### src/hw/ni_pkg.sv
package ni_pkg;

	// Flit geometry
	localparam int FLIT_PAYLOAD_W = 32;

	// Virtual channels at the router port
	localparam int VC_COUNT    = 2;
	localparam int VC_REQUEST  = 0;
	localparam int VC_RESPONSE = 1;

	// Fixed packet length per channel, in flits
	localparam int REQUEST_FLITS  = 2;
	localparam int RESPONSE_FLITS = 3;

	typedef logic vc_id_t;

	// Mesh coordinates of a tile
	typedef struct packed {
		logic [1:0] x;
		logic [1:0] y;
	} tile_address_t;

	// Unit inside the destination tile
	typedef enum logic {
		UNIT_CC,
		UNIT_DC
	} target_unit_t;

	typedef enum logic [1:0] {
		HEAD,
		BODY,
		TAIL
	} flit_type_t;

	// One flit on the router link, 40 bits
	typedef struct packed {
		flit_type_t                flit_type;
		vc_id_t                    vc;
		tile_address_t             destination;
		target_unit_t              target_unit;
		logic [FLIT_PAYLOAD_W-1:0] payload;
	} flit_t;

	// Coherence request, two flits
	typedef struct packed {
		logic [31:0]   address;
		logic [3:0]    opcode;
		tile_address_t requestor;
		logic [23:0]   tag;
	} request_message_t;

	// Coherence response, three flits
	typedef struct packed {
		logic [31:0]   address;
		logic [3:0]    opcode;
		logic [15:0]   sharers;
		tile_address_t source;
		logic [39:0]   data;
	} response_message_t;

endpackage

### src/hw/ni_packet_fifo.sv
module ni_packet_fifo #(
	parameter int WIDTH       = 32,
	parameter int DEPTH       = 4,
	parameter int ALMOST_FULL = DEPTH - 1
) (
	input  logic             clk,
	input  logic             reset,
	input  logic             push,
	input  logic [WIDTH-1:0] push_data,
	input  logic             pop,
	output logic [WIDTH-1:0] pop_data,
	output logic             empty,
	output logic             full,
	output logic             almost_full
);
	localparam int PTR_W = (DEPTH > 1) ? $clog2(DEPTH) : 1;

	logic [WIDTH-1:0] storage [DEPTH];
	logic [PTR_W-1:0] read_ptr;
	logic [PTR_W-1:0] write_ptr;
	logic [PTR_W:0]   count;
	logic             do_push;
	logic             do_pop;

	// Push into a full FIFO or pop from an empty one is ignored
	assign do_push = push & ~full;
	assign do_pop  = pop & ~empty;

	assign empty       = (count == '0);
	assign full        = (count == (PTR_W + 1)'(DEPTH));
	assign almost_full = (count >= (PTR_W + 1)'(ALMOST_FULL));

	// Head entry is always visible
	assign pop_data = storage[read_ptr];

	always_ff @(posedge clk) begin
		if (do_push) begin
			storage[write_ptr] <= push_data;
		end
	end

	always_ff @(posedge clk) begin
		if (reset) begin
			read_ptr  <= '0;
			write_ptr <= '0;
			count     <= '0;
		end else begin
			// Pointers wrap at DEPTH, which need not be a power of two
			if (do_push) begin
				write_ptr <= (write_ptr == PTR_W'(DEPTH - 1)) ? '0 : write_ptr + 1'b1;
			end
			if (do_pop) begin
				read_ptr <= (read_ptr == PTR_W'(DEPTH - 1)) ? '0 : read_ptr + 1'b1;
			end
			case ({do_push, do_pop})
				2'b10:   count <= count + 1'b1;
				2'b01:   count <= count - 1'b1;
				default: count <= count;
			endcase
		end
	end

endmodule

### src/hw/ni_net_to_core.sv
module ni_net_to_core
	import ni_pkg::*;
#(
	parameter int           VCID         = VC_REQUEST,
	parameter target_unit_t UNIT         = UNIT_DC,
	parameter int           BODY_W       = 64,
	parameter int           PACKET_FLITS = REQUEST_FLITS,
	parameter int           FIFO_DEPTH   = 4
) (
	input  logic              clk,
	input  logic              reset,
	input  logic              router_flit_valid,
	input  flit_t             router_flit_in,
	output logic [BODY_W-1:0] packet_out,
	output logic              packet_valid,
	input  logic              packet_consumed,
	output logic              stop
);
	// Holds every word of the packet except the tail one
	localparam int ASSEMBLY_W = (PACKET_FLITS - 1) * FLIT_PAYLOAD_W;

	logic [ASSEMBLY_W-1:0] assembly;
	logic [BODY_W-1:0]     assembled_packet;
	logic                  flit_accept;
	logic                  packet_done;
	logic                  fifo_empty;

	// Only flits of this channel and this unit are ours
	assign flit_accept = router_flit_valid
		&& (router_flit_in.vc == vc_id_t'(VCID))
		&& (router_flit_in.target_unit == UNIT);

	assign packet_done = flit_accept && (router_flit_in.flit_type == TAIL);

	// Newest word enters at the top, so the first word ends up lowest
	assign assembled_packet = {router_flit_in.payload, assembly};

	always_ff @(posedge clk) begin
		if (flit_accept) begin
			assembly <= assembled_packet[BODY_W-1 -: ASSEMBLY_W];
		end
	end

	// Completed packet goes straight into the FIFO on its tail
	ni_packet_fifo #(
		.WIDTH       (BODY_W),
		.DEPTH       (FIFO_DEPTH),
		.ALMOST_FULL (FIFO_DEPTH - 1)
	) packet_fifo (
		.clk         (clk),
		.reset       (reset),
		.push        (packet_done),
		.push_data   (assembled_packet),
		.pop         (packet_consumed),
		.pop_data    (packet_out),
		.empty       (fifo_empty),
		.full        (),
		// One slot stays free for a packet already in flight
		.almost_full (stop)
	);

	assign packet_valid = ~fifo_empty;

endmodule

### config.mk
export PLATFORM = sky130hd
export DESIGN_NAME = ni_net_to_core
export DESIGN_NICKNAME = d
export VERILOG_FILES = /design/src/hw/ni_pkg.sv /design/src/hw/ni_packet_fifo.sv /design/src/hw/ni_net_to_core.sv
export SDC_FILE = /design/constraint.sdc
export NUM_CORES = 1
export LEC_CHECK = 0
export ABC_CLOCK_PERIOD_IN_PS = 7600
export BUFFER_PORTS_ARGS = -buffer_cell sky130_fd_sc_hd__buf_2
export CAP_MARGIN = 40
export CORE_MARGIN = 4
export CORE_UTILIZATION = 35
export CTS_BUF_LIST = sky130_fd_sc_hd__clkbuf_8
export CTS_CLUSTER_DIAMETER = 120
export DETAILED_ROUTE_END_ITERATION = 8
export PLACE_DENSITY_LB_ADDON = 0.15
export SYNTH_ARGS = -nofsm -noshare
export SYNTH_HDL_FRONTEND = slang
export SYNTH_SLANG_ARGS = --single-unit
export TNS_END_PERCENT = 100
### constraint.sdc
create_clock -name clk -period 7.6 [get_ports clk]
set_input_delay 1.14 -clock clk [delete_from_list [all_inputs] [get_ports clk]]
set_output_delay 1.14 -clock clk [all_outputs]
set_load 0.05 [all_outputs]
; ---- After elaboration in Yosys (flattened, before gate mapping)
; Memory sizes are Yosys's and may differ from the RTL's. A register that Yosys moved wholly into a read port is not among the register bits.
; Cells that the tools add are included.
[op_classes]
multipliers = 0
order_cmp = 1
reduce_logical = 5
n_addsub = 4
muxes = 7
div = 0
n_shift = 0
n_eq_ne = 6
bitwise = 5
[ops]
columns = operator, count
row1 = equality test 2 bit (second input constant), 4
row2 = 2-to-1 mux 2 bit, 4
row3 = case mux 3 bit (2 select lines), 1
row4 = adder 2 x 1 -> 2 bit (second input constant), 2
row5 = adder 3 x 1 -> 3 bit (second input constant), 1
row6 = equality test 3 bit (second input constant), 1
row7 = >= comparator 3 x 2 -> 1 bit (second input constant), 1
row8 = logical AND 1 bit, 3
row9 = zero test 3 bit, 1
row10 = NOT 1 bit, 3
row11 = subtractor 3 x 1 -> 3 bit (second input constant), 1
row12 = AND 1 bit, 2
row13 = equality test 2 x 1 -> 1 bit (second input constant), 1
row14 = 2-to-1 mux 1 bit, 2
row15 = nonzero test 2 bit, 1
[totals]
word_cells = 33
output_inout_bits = 66
latch_bits = 0
romBits = 0
register_bits = 39
in_bits = 44
ram_bits = 256
n_memories = 1
[memory_table]
columns = memory, depth, width, rd, rd_clocked_by_memory_dff, wr, line
row1 = packet_fifo.storage, 4, 64, 1, 1, 1, ni_packet_fifo.sv:18  ; logic [WIDTH-1:0] storage [DEPTH];

; ---- Longest topological paths before layout
[logic_depth]
word_depth = 7
depth_mapped = 9

; ---- Modules after synthesis
; From an unflattened synthesis, not the netlist that was laid out.
[hier_totals]
cells_unflattened = 425
hier_area_um2 = 10701.5
[modules_own_cells]
columns = mod, area_each_um2, seq_area_each_um2, instances, cells_per_inst
row1 = ni_packet_fifo, 9714.3, 7867.5, 1, 389
row2 = ni_net_to_core, 987.2, 960.9, 1, 36

; ---- Worst setup path after synthesis
; OpenSTA, ideal clock, no wires.
[synth_timing]
kind = input-to-reg
start = input port router_flit_in[37] in the netlist's numbering
end = memory packet_fifo.storage[0][0] in the netlist's numbering (enable)
required_ns = 7.171
path_buffers = 0
stages = 3
t_arrival_ns = 3.173
slack_ns = 3.999
path_cell_list = nand3b_1 > nor3_2 > and2_1
[synth_between]
elab_chain_cells = 7
[synth_lines]
columns = element, line
row1 = start: declaration, ni_net_to_core.sv:13  ; input flit_t router_flit_in,
row2 = NOT 1 bit, ni_net_to_core.sv:30  ; && (router_flit_in.vc == vc_id_t'(VCID))
row3 = logical AND 1 bit, ni_net_to_core.sv:30
row4 = logical AND 1 bit, ni_net_to_core.sv:31  ; && (router_flit_in.target_unit == UNIT);
row5 = logical AND 1 bit, ni_net_to_core.sv:33  ; assign packet_done = flit_accept && (router_flit_in.flit_type == TAIL);
row6 = AND 1 bit, ni_packet_fifo.sv:26  ; assign do_push = push & ~full;
row7 = 2-to-1 mux 1 bit, ni_packet_fifo.sv:37  ; if (do_push) begin
row8 = 2-to-1 mux 1 bit (implied by the code), ni_packet_fifo.sv:38  ; storage[write_ptr] <= push_data;
row9 = end: declaration, ni_packet_fifo.sv:18
; Every way passes these cells.

==> results.md <==
- WHS: roughly 490 ps
- Area occupied by multi-input gates: around 1800 um2
- Max transition margin: approximately 54%
- CP arrival: between 2000 and 3000 ps
- Startpoint types: flip-flop
- R2r startpoint: packet_fifo.count[0]
- Period minus WS final: ~3800 ps
- Required @ worst endpoint: 6460 ps
- Post-synth EDFFs: approximately 290
- Synth Cell Area: roughly 11000 um2
- Routability Congestion: 0.679
- Avg Cell Area, Syn: around 25 um2
- Post-synth ARST share: 0%
- DRT Pass-1 Iters: 4
- Via density: 4.76
- Share of the synthesized area in the top cell type: between 80% and 90%
- Share of layout cells above drive strength 1: 40.2%
- Io pins: 110
- Detail Route Antenna Nets: 0
- Syn nets: between 400 and 500
- Critical Path Stages: 4
- Area leader, netlist: edfxtp_1
- Slowest-stage cell, CP: mux4_2
- Via count: between 4000 and 5000
- First-pass GRT wire length: roughly 31 mm
- Residual DRC count: 0
- Crit Path Max Fanout: 37
- Max-cap viol count: 0
- RSZ-0062 raised after global routing: false
- Register area share after synthesis: 81.8%
- Yosys synthesis warning count: 0
- FILL cells: approximately 2700
- Clock root cell: clkbuf_8
- Number of global-route vias before repair: 5411
- Peak VDD IR: approximately 0.00014 V
- Setup TNS: 0 ps
- Clock-pin slew on the worst setup and hold paths: 60 ps
- Remaining Overflow, GRT: 0
- Die Ht: approximately 180 um
- CTS tree: yes
- Hold Path Class: flip-flop to flip-flop
- Clock Sinks: around 300
- Crit-path leading delay family: buffers and inverters
- CP Capture Type: primary output
- Status: finished clean
- CTS Buf Count: 49
- # nets final: 624
- Slew Viols, Final: 0
- CTS max path bufs: 3
- Area contributors post-synth: edfxtp_1, mux4_2, dfxtp_1
- PD cells: ~250 nW/um2
- Antenna violations before repair: 0
- Worst r2r path cells: 4
- Hold path cells: 0
- Synth Register Bits: just under 300
- Post-CTS Repair Setup Buffers: 0
- FMAX: 263 MHz
- Area Overhead vs Synth: 18.0%
- WL per Instance: between 20 and 25 um
- CP bufs+invs: 3
- Least-Margin Pin Slew: 697 ps
- H-tree depth: 2
- Post-synthesis cell type count: 31
- R2R setup slack: 5150 ps
- Count leader, synth: edfxtp_1
- Row count: 64
- Synth cell count leaders: edfxtp_1, mux4_2, dfxtp_1
- Leakage: between 4 and 5 nW
- Core Region: between 30000 and 40000 um2
- Total global routing track utilization: 12.3%
- Post-cts hold buffer count: 0
- Cells after Synth: between 400 and 500
- Pin count of the biggest net entering global routing: 40
- Die width: 184 um
- PortBufs: about 110
- Initial Util: a little over a third
- Storage cell area: slightly below 9000 um2
- Worst Skew: roughly 12 ps
- Critical Path End: packet_out[5]
- Class of the most critical setup path: flip-flop to primary output
- Critical Path, Cell by Cell: buf_16 > buf_4 > mux4_2 > buf_2
- Total die area: ~34000 um2
- Detailed Route WL: approximately 20 mm
- Top FF cell, synth: edfxtp_1
- Worst-skew pair later-pin latency: between 500 and 600 ps
- # setup viols final: 0
- CP peak stage delay: roughly 600 ps
- Worst r2r dst: packet_fifo.storage[0][61]
- Fin crit share: between 40% and 50%
- Drt initial violations: roughly 200
- Post-cts gate resize count: 0
- # diodes: 0
- HPWL Detailed: around 11 mm
- Final Hold Violating Endpoints: 0
## logic make-up after synthesis
group | Yosys count | synth area share (%)
XOR/XNOR | 2 | 0.162
adder cells (fa/ha/maj) | 7 | 0.881
flip-flops | 297 | 81.8
multiplexers | 65 | 13.6
AND/OR/NAND/NOR | 21 | 1.22
buffers and inverters | 23 | 1.85
AO/OA/AOI/OAI | 9 | 0.556
## how the worst min path moves through the flow
stage / from / to / slack [ps]
global route: assembly[12] / packet_fifo.storage[0][12] / 510
global placement: packet_fifo.read_ptr[0] / flip-flop / 460
finish: assembly[26] / packet_fifo.storage[2][26] / 490
detailed placement: assembly[6] / packet_fifo.storage[3][6] / 480
floorplan: assembly[0] / packet_fifo.storage[0][0] / 460
CTS: assembly[27] / packet_fifo.storage[0][27] / 500
## stage by stage
stage          instances  utilization (%)  total power, mW  setup WS, ps  area (um2)
6_report            1006             41.8             3.23          3800       12700
5_1_grt             1006             41.8             3.38          3570       12700
4_1_cts             1006             41.8             3.29          3650       12700
3_5_place_dp         918             38.8             1.99          4130       11800
3_3_place_gp         912             38.3             1.98          3950       11700
2_1_floorplan        424                -             1.95          4000       10800
## power by group
part | internal (mW) | switching (mW)
clock | 0.688 | 0.590
combinational | 0.0430 | 0.0891
sequential | 1.81 | 0.0101
## cell type report
class	instances	share of cell area, %
tap	396	3.89
sequential	297	69.4
inverter	8	0.236
multi-input combinational	104	14.0
clock inverter	37	1.60
clock buffer	51	5.51
timing repair buffer	113	5.42
## layout by cell type, fill, tap and decap left out, drive strengths merged
| cell type | n |
|---|---|
| edfxtp | 288 |
| buf | 113 |
| mux4 | 64 |
| clkbuf | 51 |
| inv | 25 |
| clkinv | 17 |
| dfxtp | 9 |
| ha | 6 |
| and2 | 4 |
| nor2 | 4 |
| a21oi | 4 |
| or3 | 3 |
| o31ai | 3 |
| xor2 | 2 |
| nand4 | 2 |
| bufinv | 2 |
| nor3 | 2 |
| nand3b | 1 |
| nand2b | 1 |
| nor3b | 1 |
| a21o | 1 |
| nor2b | 1 |
| or3b | 1 |
| nand2 | 1 |
| mux2i | 1 |
| o21ai | 1 |
| fa | 1 |
| clkinvlp | 1 |
## per-layer routing
| metal | vias to the layer above | part of all wire (%) | global-route usage (%) | routed length, um |
|---|---|---|---|---|
| met2 | 116 | 51 | 20.8 | 10300 |
| met3 | 42 | 5.7 | 2.99 | 1150 |
| met1 | 2532 | 41 | 15.6 | 8350 |
| met4 | 0 | 2.4 | 4.17 | 484 |
| met5 | - | 0 | 0 | 0 |
| li1 | 2103 | - | - | - |
## state kept, by name, indices dropped and copies added, names as in the netlist, named ones only
name                   count
packet_fifo.read_ptr       2
assembly                  32
packet_fifo.count          3
packet_fifo.storage      256
packet_fifo.write_ptr      2
Power figures use the tool's default switching activity.
