===== config.mk =====
export PLATFORM = sky130hd
export DESIGN_NAME = ni_core_to_net
export DESIGN_NICKNAME = d
export VERILOG_FILES = /design/src/hw/ni_pkg.sv /design/src/hw/ni_packet_fifo.sv /design/src/hw/ni_core_to_net.sv
export SDC_FILE = /design/constraint.sdc
export NUM_CORES = 1
export LEC_CHECK = 0
export BUFFER_PORTS_ARGS = -buffer_cell sky130_fd_sc_hd__buf_2
export CELL_PAD_IN_SITES_DETAIL_PLACEMENT = 1
export CELL_PAD_IN_SITES_GLOBAL_PLACEMENT = 1
export CORE_ASPECT_RATIO = 1.75
export CORE_MARGIN = 2
export CORE_UTILIZATION = 45
export CTS_CLUSTER_SIZE = 24
export DETAILED_ROUTE_END_ITERATION = 7
export GPL_TIMING_DRIVEN = 0
export PLACE_DENSITY_LB_ADDON = 0.1
export SKIP_LAST_GASP = 1
export SYNTH_ARGS = -nofsm -noshare
export SYNTH_HDL_FRONTEND = slang
export SYNTH_SLANG_ARGS = --single-unit

===== constraint.sdc =====
create_clock -name clk -period 3.8 [get_ports clk]
set_input_delay 0.57 -clock clk [delete_from_list [all_inputs] [get_ports clk]]
set_output_delay 0.57 -clock clk [all_outputs]
set_load 0.1 [all_outputs]

===== src/hw/ni_pkg.sv =====
package ni_pkg;

	// Flit geometry
	localparam int FLIT_PAYLOAD_W = 32;

	// Virtual channels at the router port
	localparam int VC_COUNT    = 2;
	localparam int VC_REQUEST  = 0;
	localparam int VC_RESPONSE = 1;

	// Fixed packet length per channel, in flits
	localparam int REQUEST_FLITS  = 2;
	localparam int RESPONSE_FLITS = 3;

	typedef logic vc_id_t;

	// Mesh coordinates of a tile
	typedef struct packed {
		logic [1:0] x;
		logic [1:0] y;
	} tile_address_t;

	// Unit inside the destination tile
	typedef enum logic {
		UNIT_CC,
		UNIT_DC
	} target_unit_t;

	typedef enum logic [1:0] {
		HEAD,
		BODY,
		TAIL
	} flit_type_t;

	// One flit on the router link, 40 bits
	typedef struct packed {
		flit_type_t                flit_type;
		vc_id_t                    vc;
		tile_address_t             destination;
		target_unit_t              target_unit;
		logic [FLIT_PAYLOAD_W-1:0] payload;
	} flit_t;

	// Coherence request, two flits
	typedef struct packed {
		logic [31:0]   address;
		logic [3:0]    opcode;
		tile_address_t requestor;
		logic [23:0]   tag;
	} request_message_t;

	// Coherence response, three flits
	typedef struct packed {
		logic [31:0]   address;
		logic [3:0]    opcode;
		logic [15:0]   sharers;
		tile_address_t source;
		logic [39:0]   data;
	} response_message_t;

endpackage


===== src/hw/ni_packet_fifo.sv =====
module ni_packet_fifo #(
	parameter int WIDTH       = 32,
	parameter int DEPTH       = 4,
	parameter int ALMOST_FULL = DEPTH - 1
) (
	input  logic             clk,
	input  logic             reset,
	input  logic             push,
	input  logic [WIDTH-1:0] push_data,
	input  logic             pop,
	output logic [WIDTH-1:0] pop_data,
	output logic             empty,
	output logic             full,
	output logic             almost_full
);
	localparam int PTR_W = (DEPTH > 1) ? $clog2(DEPTH) : 1;

	logic [WIDTH-1:0] storage [DEPTH];
	logic [PTR_W-1:0] read_ptr;
	logic [PTR_W-1:0] write_ptr;
	logic [PTR_W:0]   count;
	logic             do_push;
	logic             do_pop;

	// Push into a full FIFO or pop from an empty one is ignored
	assign do_push = push & ~full;
	assign do_pop  = pop & ~empty;

	assign empty       = (count == '0);
	assign full        = (count == (PTR_W + 1)'(DEPTH));
	assign almost_full = (count >= (PTR_W + 1)'(ALMOST_FULL));

	// Head entry is always visible
	assign pop_data = storage[read_ptr];

	always_ff @(posedge clk) begin
		if (do_push) begin
			storage[write_ptr] <= push_data;
		end
	end

	always_ff @(posedge clk) begin
		if (reset) begin
			read_ptr  <= '0;
			write_ptr <= '0;
			count     <= '0;
		end else begin
			// Pointers wrap at DEPTH, which need not be a power of two
			if (do_push) begin
				write_ptr <= (write_ptr == PTR_W'(DEPTH - 1)) ? '0 : write_ptr + 1'b1;
			end
			if (do_pop) begin
				read_ptr <= (read_ptr == PTR_W'(DEPTH - 1)) ? '0 : read_ptr + 1'b1;
			end
			case ({do_push, do_pop})
				2'b10:   count <= count + 1'b1;
				2'b01:   count <= count - 1'b1;
				default: count <= count;
			endcase
		end
	end

endmodule


===== src/hw/ni_core_to_net.sv =====
module ni_core_to_net
	import ni_pkg::*;
#(
	parameter int X_ADDR       = 1,
	parameter int Y_ADDR       = 1,
	parameter int VCID         = VC_REQUEST,
	parameter int BODY_W       = 64,
	parameter int PACKET_FLITS = REQUEST_FLITS,
	parameter int FIFO_DEPTH   = 4
) (
	input  logic              clk,
	input  logic              reset,
	input  logic              packet_valid,
	input  logic [BODY_W-1:0] packet_body,
	input  tile_address_t     packet_destination,
	input  target_unit_t      packet_target,
	output logic              packet_fifo_full,
	output logic              packet_pending,
	input  logic              flit_grant,
	output flit_t             flit_out
);
	localparam int INDEX_W     = (PACKET_FLITS > 1) ? $clog2(PACKET_FLITS) : 1;
	localparam int COORD_LIMIT = 1 << ($bits(tile_address_t) / 2);

	// Everything needed to build the flits of one packet
	typedef struct packed {
		logic [BODY_W-1:0] body;
		tile_address_t     destination;
		target_unit_t      target;
	} packet_entry_t;

	packet_entry_t      push_entry;
	packet_entry_t      head_entry;
	logic               fifo_empty;
	logic               last_flit;
	logic [INDEX_W-1:0] flit_index;

	// Own tile must be addressable in the mesh
	if (X_ADDR < 0 || X_ADDR >= COORD_LIMIT || Y_ADDR < 0 || Y_ADDR >= COORD_LIMIT) begin : g_tile
		$error("Tile coordinates do not fit tile_address_t");
	end

	assign push_entry = '{
		body:        packet_body,
		destination: packet_destination,
		target:      packet_target
	};

	ni_packet_fifo #(
		.WIDTH       ($bits(packet_entry_t)),
		.DEPTH       (FIFO_DEPTH),
		.ALMOST_FULL (FIFO_DEPTH - 1)
	) packet_fifo (
		.clk         (clk),
		.reset       (reset),
		.push        (packet_valid),
		.push_data   (push_entry),
		// Head packet leaves once its tail flit is sent
		.pop         (flit_grant & last_flit),
		.pop_data    (head_entry),
		.empty       (fifo_empty),
		.full        (packet_fifo_full),
		.almost_full ()
	);

	assign packet_pending = ~fifo_empty;
	assign last_flit      = (flit_index == INDEX_W'(PACKET_FLITS - 1));

	// Slice of the head packet for the current position, lowest word first
	always_comb begin
		flit_out.vc          = vc_id_t'(VCID);
		flit_out.destination = head_entry.destination;
		flit_out.target_unit = head_entry.target;
		flit_out.payload     = head_entry.body[flit_index * FLIT_PAYLOAD_W +: FLIT_PAYLOAD_W];
		if (flit_index == '0) begin
			flit_out.flit_type = HEAD;
		end else if (last_flit) begin
			flit_out.flit_type = TAIL;
		end else begin
			flit_out.flit_type = BODY;
		end
	end

	// Position inside the packet, advances on each granted flit
	always_ff @(posedge clk) begin
		if (reset) begin
			flit_index <= '0;
		end else if (flit_grant) begin
			flit_index <= last_flit ? '0 : flit_index + 1'b1;
		end
	end

endmodule


Word-level counts from Yosys, hierarchy flattened. Memories as Yosys holds them, arrays and structs flattened. A register that Yosys moved wholly into a read port is not among the register bits. Index checks and enable logic that the tools add are counted.

Flip-flop bits (word level): 8. RAM bits: 276. Bits of input ports: 73. Output and inout port bits: 42. Word-level logic and storage cells: 32. Memories: 1.

Memories: packet_fifo.storage (depth 4, bits a word 69, rd ports 1, clocked after Yosys merged registers in 1, write ports 1, RTL line ni_packet_fifo.sv:18) `logic [WIDTH-1:0] storage [DEPTH];`.

Add/subtract/negate cells: 5. Equality and inequality tests: 5. Shift-type cells: 1. Muxes and demuxes: 9. Bitwise operators: 5. Reductions and logical operators: 2.

Operators with widths (number): $shiftx 64x7->32 (1); $mux 2 (5); $eq 2x2->1 const B (3); $pmux 3 s2 (1); $add 2x1->2 const B (2); $add 3x1->3 const B (1); $and 1x1->1 (3); $eq 3x3->1 const B (1); $logic_not 3->1 (1); $mux 1 (3); $sub 3x1->3 const B (1); $eq 2x1->1 const B (1); $not 1->1 (2); $reduce_bool 2->1 (1); $add 1x1->1 const B (1).

Logic depth before layout (Yosys ltp).
Depth after elaboration: 5. Depth in mapped cells: 9. Gate-level depth less buffers: 8.

By module. Synthesis repeated with hierarchy kept, for this count alone.

Cell total of the unflattened synthesis: 461. Area total of the unflattened synthesis: 11043.1 µm².

Modules (own cells, without submodules): ni_packet_fifo (instances 1, cells an instance 416, area each 10437.5 µm², seq. area each 8468.1 µm²); ni_core_to_net (instances 1, cells an instance 45, area each 605.6 µm², seq. area each 20.0 µm²).

Least setup slack after synthesis. No wires, ideal clock.

Path kind: flip-flop to flip-flop. From: register packet_fifo.count[0]. To: memory packet_fifo.storage[0][0] (netlist name), enable pin. Library setup time: 435 ps. Data arrival time: 2428 ps. Required time: 3365 ps. Setup slack: 937 ps. Stages on the path, launching flop included: 4. Path buffers: 1. Period minus slack after synthesis: 2863 ps. Cells stage by stage: dfxtp_1 > or3b_2 > clkbuf_1 > and3_1.

Cells in the longest elaborated chain, start to end: 5.

Ends and longest elaborated chain: start: declaration (RTL line ni_packet_fifo.sv:21) `logic [PTR_W:0] count;`; start signal: assignment (RTL line ni_packet_fifo.sv:56) `2'b10: count <= count + 1'b1;`; start signal: assignment (RTL line ni_packet_fifo.sv:57) `2'b01: count <= count - 1'b1;`; start signal: assignment (RTL line ni_packet_fifo.sv:58) `default: count <= count;`; $eq 3x3->1 (RTL line ni_packet_fifo.sv:30) `assign full = (count == (PTR_W + 1)'(DEPTH));`; $not 1->1 (RTL line ni_packet_fifo.sv:26) `assign do_push = push & ~full;`; $and 1x1->1 (RTL line ni_packet_fifo.sv:26); $mux 1 (RTL line ni_packet_fifo.sv:37) `if (do_push) begin`; $mux 1 (not written as such) (RTL line ni_packet_fifo.sv:38) `storage[write_ptr] <= push_data;`; end: declaration (RTL line ni_packet_fifo.sv:18).

Every way passes these cells.

==> metrics.md <==
| Metric | Value |
|---|---|
| Max Root-Sink Buffers | 3 |
| Max_cap viols | 0 |
| Final period util | 87.0% |
| Setup WS post-layout | 0.494 ns |
| Yosys top cell area share | 76.2% |
| Num CTS Buffers | 26 |
| Most frequent CP cell | clkbuf_1 |
| Worst path cell trace | clkbuf_1, clkbuf_1, mux4_2, mux2_2, buf_2 |
| Largest family of logic cells by synthesized area | multiplexers |
| Critical Path Start Type | flip-flop |
| Worst vdd ir | 0.000600 V |
| TritonCTS clock tree | yes |
| CTS Hold Bufs | 0 |
| RSZ-0062 raised after global routing | no |
| GRT Total Usage | 17.5% |
| CP arrival | 2.74 ns |
| NetSw | 1.94 mW |
| Slew Viols, Final | 0 |
| Most frequent cells in the layout | edfxtp_1, buf_2, mux4_2, mux2_2, clkbuf_16 |
| Final setup violating endpoints | 0 |
| # Post-CTS Setup Buffers | 0 |
| First-pass GRT wire length | 32.9 mm |
| Buffers on Ports | 111 |
| Min Tclk post-route | 3.31 ns |
| Drt drc | 0 |
| Total grt overflow | 0 |
| Clk network pwr share | 37.1% |
| Setup clock skew after layout | 0.00647 ns |
| Row count | 75 |
| Post-synthesis instance total | 454 |
| Vias in the first global route | 5724 |
| Avg Cell Area, Syn | 24.0 sq um |
| Area fraction in compound gates after synthesis | 0.403% |
| Placed Cells incl. Taps | 878 |
| Simple-gate share of the synthesized area | 0.851% |
| TritonRoute pass-1 iters | 5 |
| Clk sinks | 286 |
| Initial antenna violation count | 4 |
| Vias | 4943 |
| Crit. End Element | primary output |
| CTS Root Cell | clkbuf_16 |
| # H-tree levels | 1 |
| Switch share | 25.7% |
| Crit Path Category | flip-flop to primary output |
| Final WL | 21.4 mm |
| Crit path max fanout | 10 |
| Setup TNS Final | 0 ns |
| Setup WS pre-CTS | 0.944 ns |
| Share of cells above drive strength 1 | 44.3% |
| Run status | complete, no violations |
| Hold crit path type | input port to flip-flop |
| Core Area | 23800 sq um |
| Max-slew headroom | 31.7% |
| Post_cts resized | 0 |
| Commonest non-fill, non-tap cell in the layout | edfxtp_1 |
| Worst-Margin Slew | 1.01 ns |
| Yosys warnings | 0 |
| CP max-delay cell | clkbuf_1 |
| Overall power | 7.56 mW |
| Die width | 122 um |
| IO Count | 115 |
| Final ANT Viol Nets | 0 |
| Cell Area, Synth | 10900 sq um |
| Seq pwr share | 48.5% |
| Die Y | 210 um |
| Worst Path Required | 3.23 ns |
| Cell Int Power | 5.62 mW |
| Worst-path clk slew | 0.06 ns |
| Synth top area cells | edfxtp_1, mux4_2, mux2_2, dfxtp_1, ha_1 |
| Multiplexer area fraction after synthesis | 18.0% |
| Worst path max stage delay | 0.65 ns |
| PwrDens | 588 nW/um^2 |
| LEAKAGE | 4.29 nW |
| Final core occ | 54.0% |
| Die area | 25500 sq um |
| Drt via density | 5.32 |
| Sequential fraction of the synthesis area | 78.0% |
| Fmax | 303 MHz |
| Combinational power share | 14.4% |
| Layout area overhead | 18.2% |
| Final RePlAce weighted congestion | 0.657 |
| Dpl hpwl | 13.5 mm |
| Hold Fails Final Rpt | 0 |
| Register bit total from synthesis | 286 |
| Post-synthesis xor/xnor area fraction | 0.242% |
| DR WL/cell | 23.0 um |
| Fin nets | 678 |
| Adder-cell share of the synthesized area | 0.874% |
| Area leader, netlist | edfxtp_1 |
| Final Non-Filler Cells | 929 |
| Initial DRC count | 236 |
| Pin count of the biggest net entering global routing | 55 |
| Clk_lat worst skew | 0.54 ns |
| Starting Density | 45.6% |
| Library cells used by synthesis | 30 |
==> layer usage <==
metal	vias up	global-route usage, %	routed length (um)	part of all wire, %
met5	-	0	27	0.13
met4	4	6.30	557	2.6
met3	38	3.04	956	4.5
met2	119	32.6	11900	55
met1	2590	20.0	8010	37
li1	2192	-	-	-
==> cell usage after synthesis <==
library cell and n:
a21o_1 1, a21oi_1 3, and2_1 1, and3_1 4
buf_12 2, buf_2 8, buf_4 3, buf_6 1
clkbuf_1 11, conb_1 1, dfxtp_1 10, edfxtp_1 276
fa_1 1, ha_1 6, inv_1 5, mux2_2 27
mux2_4 5, mux2i_1 2, mux4_2 69, nand2_1 1
nand3_1 2, nor2_1 4, nor3_1 1, o21ai_0 1
o311ai_0 1, o31ai_1 1, or3_1 3, or3b_2 1
xnor2_1 2, xor2_1 1
==> metrics by stage <==
| stage | hold slack, ns | area (sq um) |
|---|---|---|
| finish | 0.246 | 12900 |
| detailed placement | 0.511 | 11900 |
| CTS | 0.219 | 12900 |
| floorplan | 0.463 | 10900 |
| global placement | 0.478 | 11800 |
| global route | 0.225 | 12900 |
==> cell type report <==
class | instances | area [sq um]
multi-input cells | 139 | 2240
flip-flops and latches | 286 | 8490
plain buffers | 25 | 155
diodes | 3 | 7.51
clock buffers | 32 | 694
clock inverters | 16 | 230
repair buffers | 115 | 643
inverters | 5 | 18.8
fillers | 2115 | 11000
well taps | 308 | 385
==> critical path, delay by kind of cell (launching register included) <==
kind                   cells  cell delay (ns)
multiplexers               2             0.72
flip-flops                 1             0.31
buffers and inverters      3             1.18
==> registers in the layout, indices dropped and copies added (netlist names), named ones only <==
register and count:
packet_fifo.read_ptr 2, packet_fifo.write_ptr 2, packet_fifo.count 3, flit_index 1, packet_fifo.storage 276
==> path summary, 6_finish.rpt <==
path                                                         from                              endpoint  slack, ns  depth (start not counted)
worst max-delay path                                    flip-flop                          flit_out[20]       0.49                          5
worst min-delay path                              packet_body[13]  packet_fifo.storage[3][18]$_DFFE_PP_       0.25                          1
worst max register to register  packet_fifo.count[1]$_SDFFE_PP0P_     packet_fifo.count[2]$_SDFFE_PP0P_       1.17                          7
worst min register to register  packet_fifo.count[2]$_SDFFE_PP0P_     packet_fifo.count[2]$_SDFFE_PP0P_       0.52                          2
==> power by group through the flow <==
stage / clock [mW] / combinational (mW) / sequential (mW)
floorplan: 0 / 0.856 / 3.73
global placement: 0 / 1.07 / 3.74
detailed placement: 0 / 1.11 / 3.74
CTS: 2.88 / 1.11 / 3.67
global route: 2.97 / 1.14 / 3.68
finish: 2.81 / 1.09 / 3.67
==> cells by family after synthesis <==
family / after synthesis
DFF: 286
AOI/OAI and AO/OA: 7
and+or+nand+nor: 17
adders and majority gates: 7
xor gates and xnor gates: 3
buffers and inverters: 30
other: 1
muxes: 103
Power figures use the tool's default switching activity.
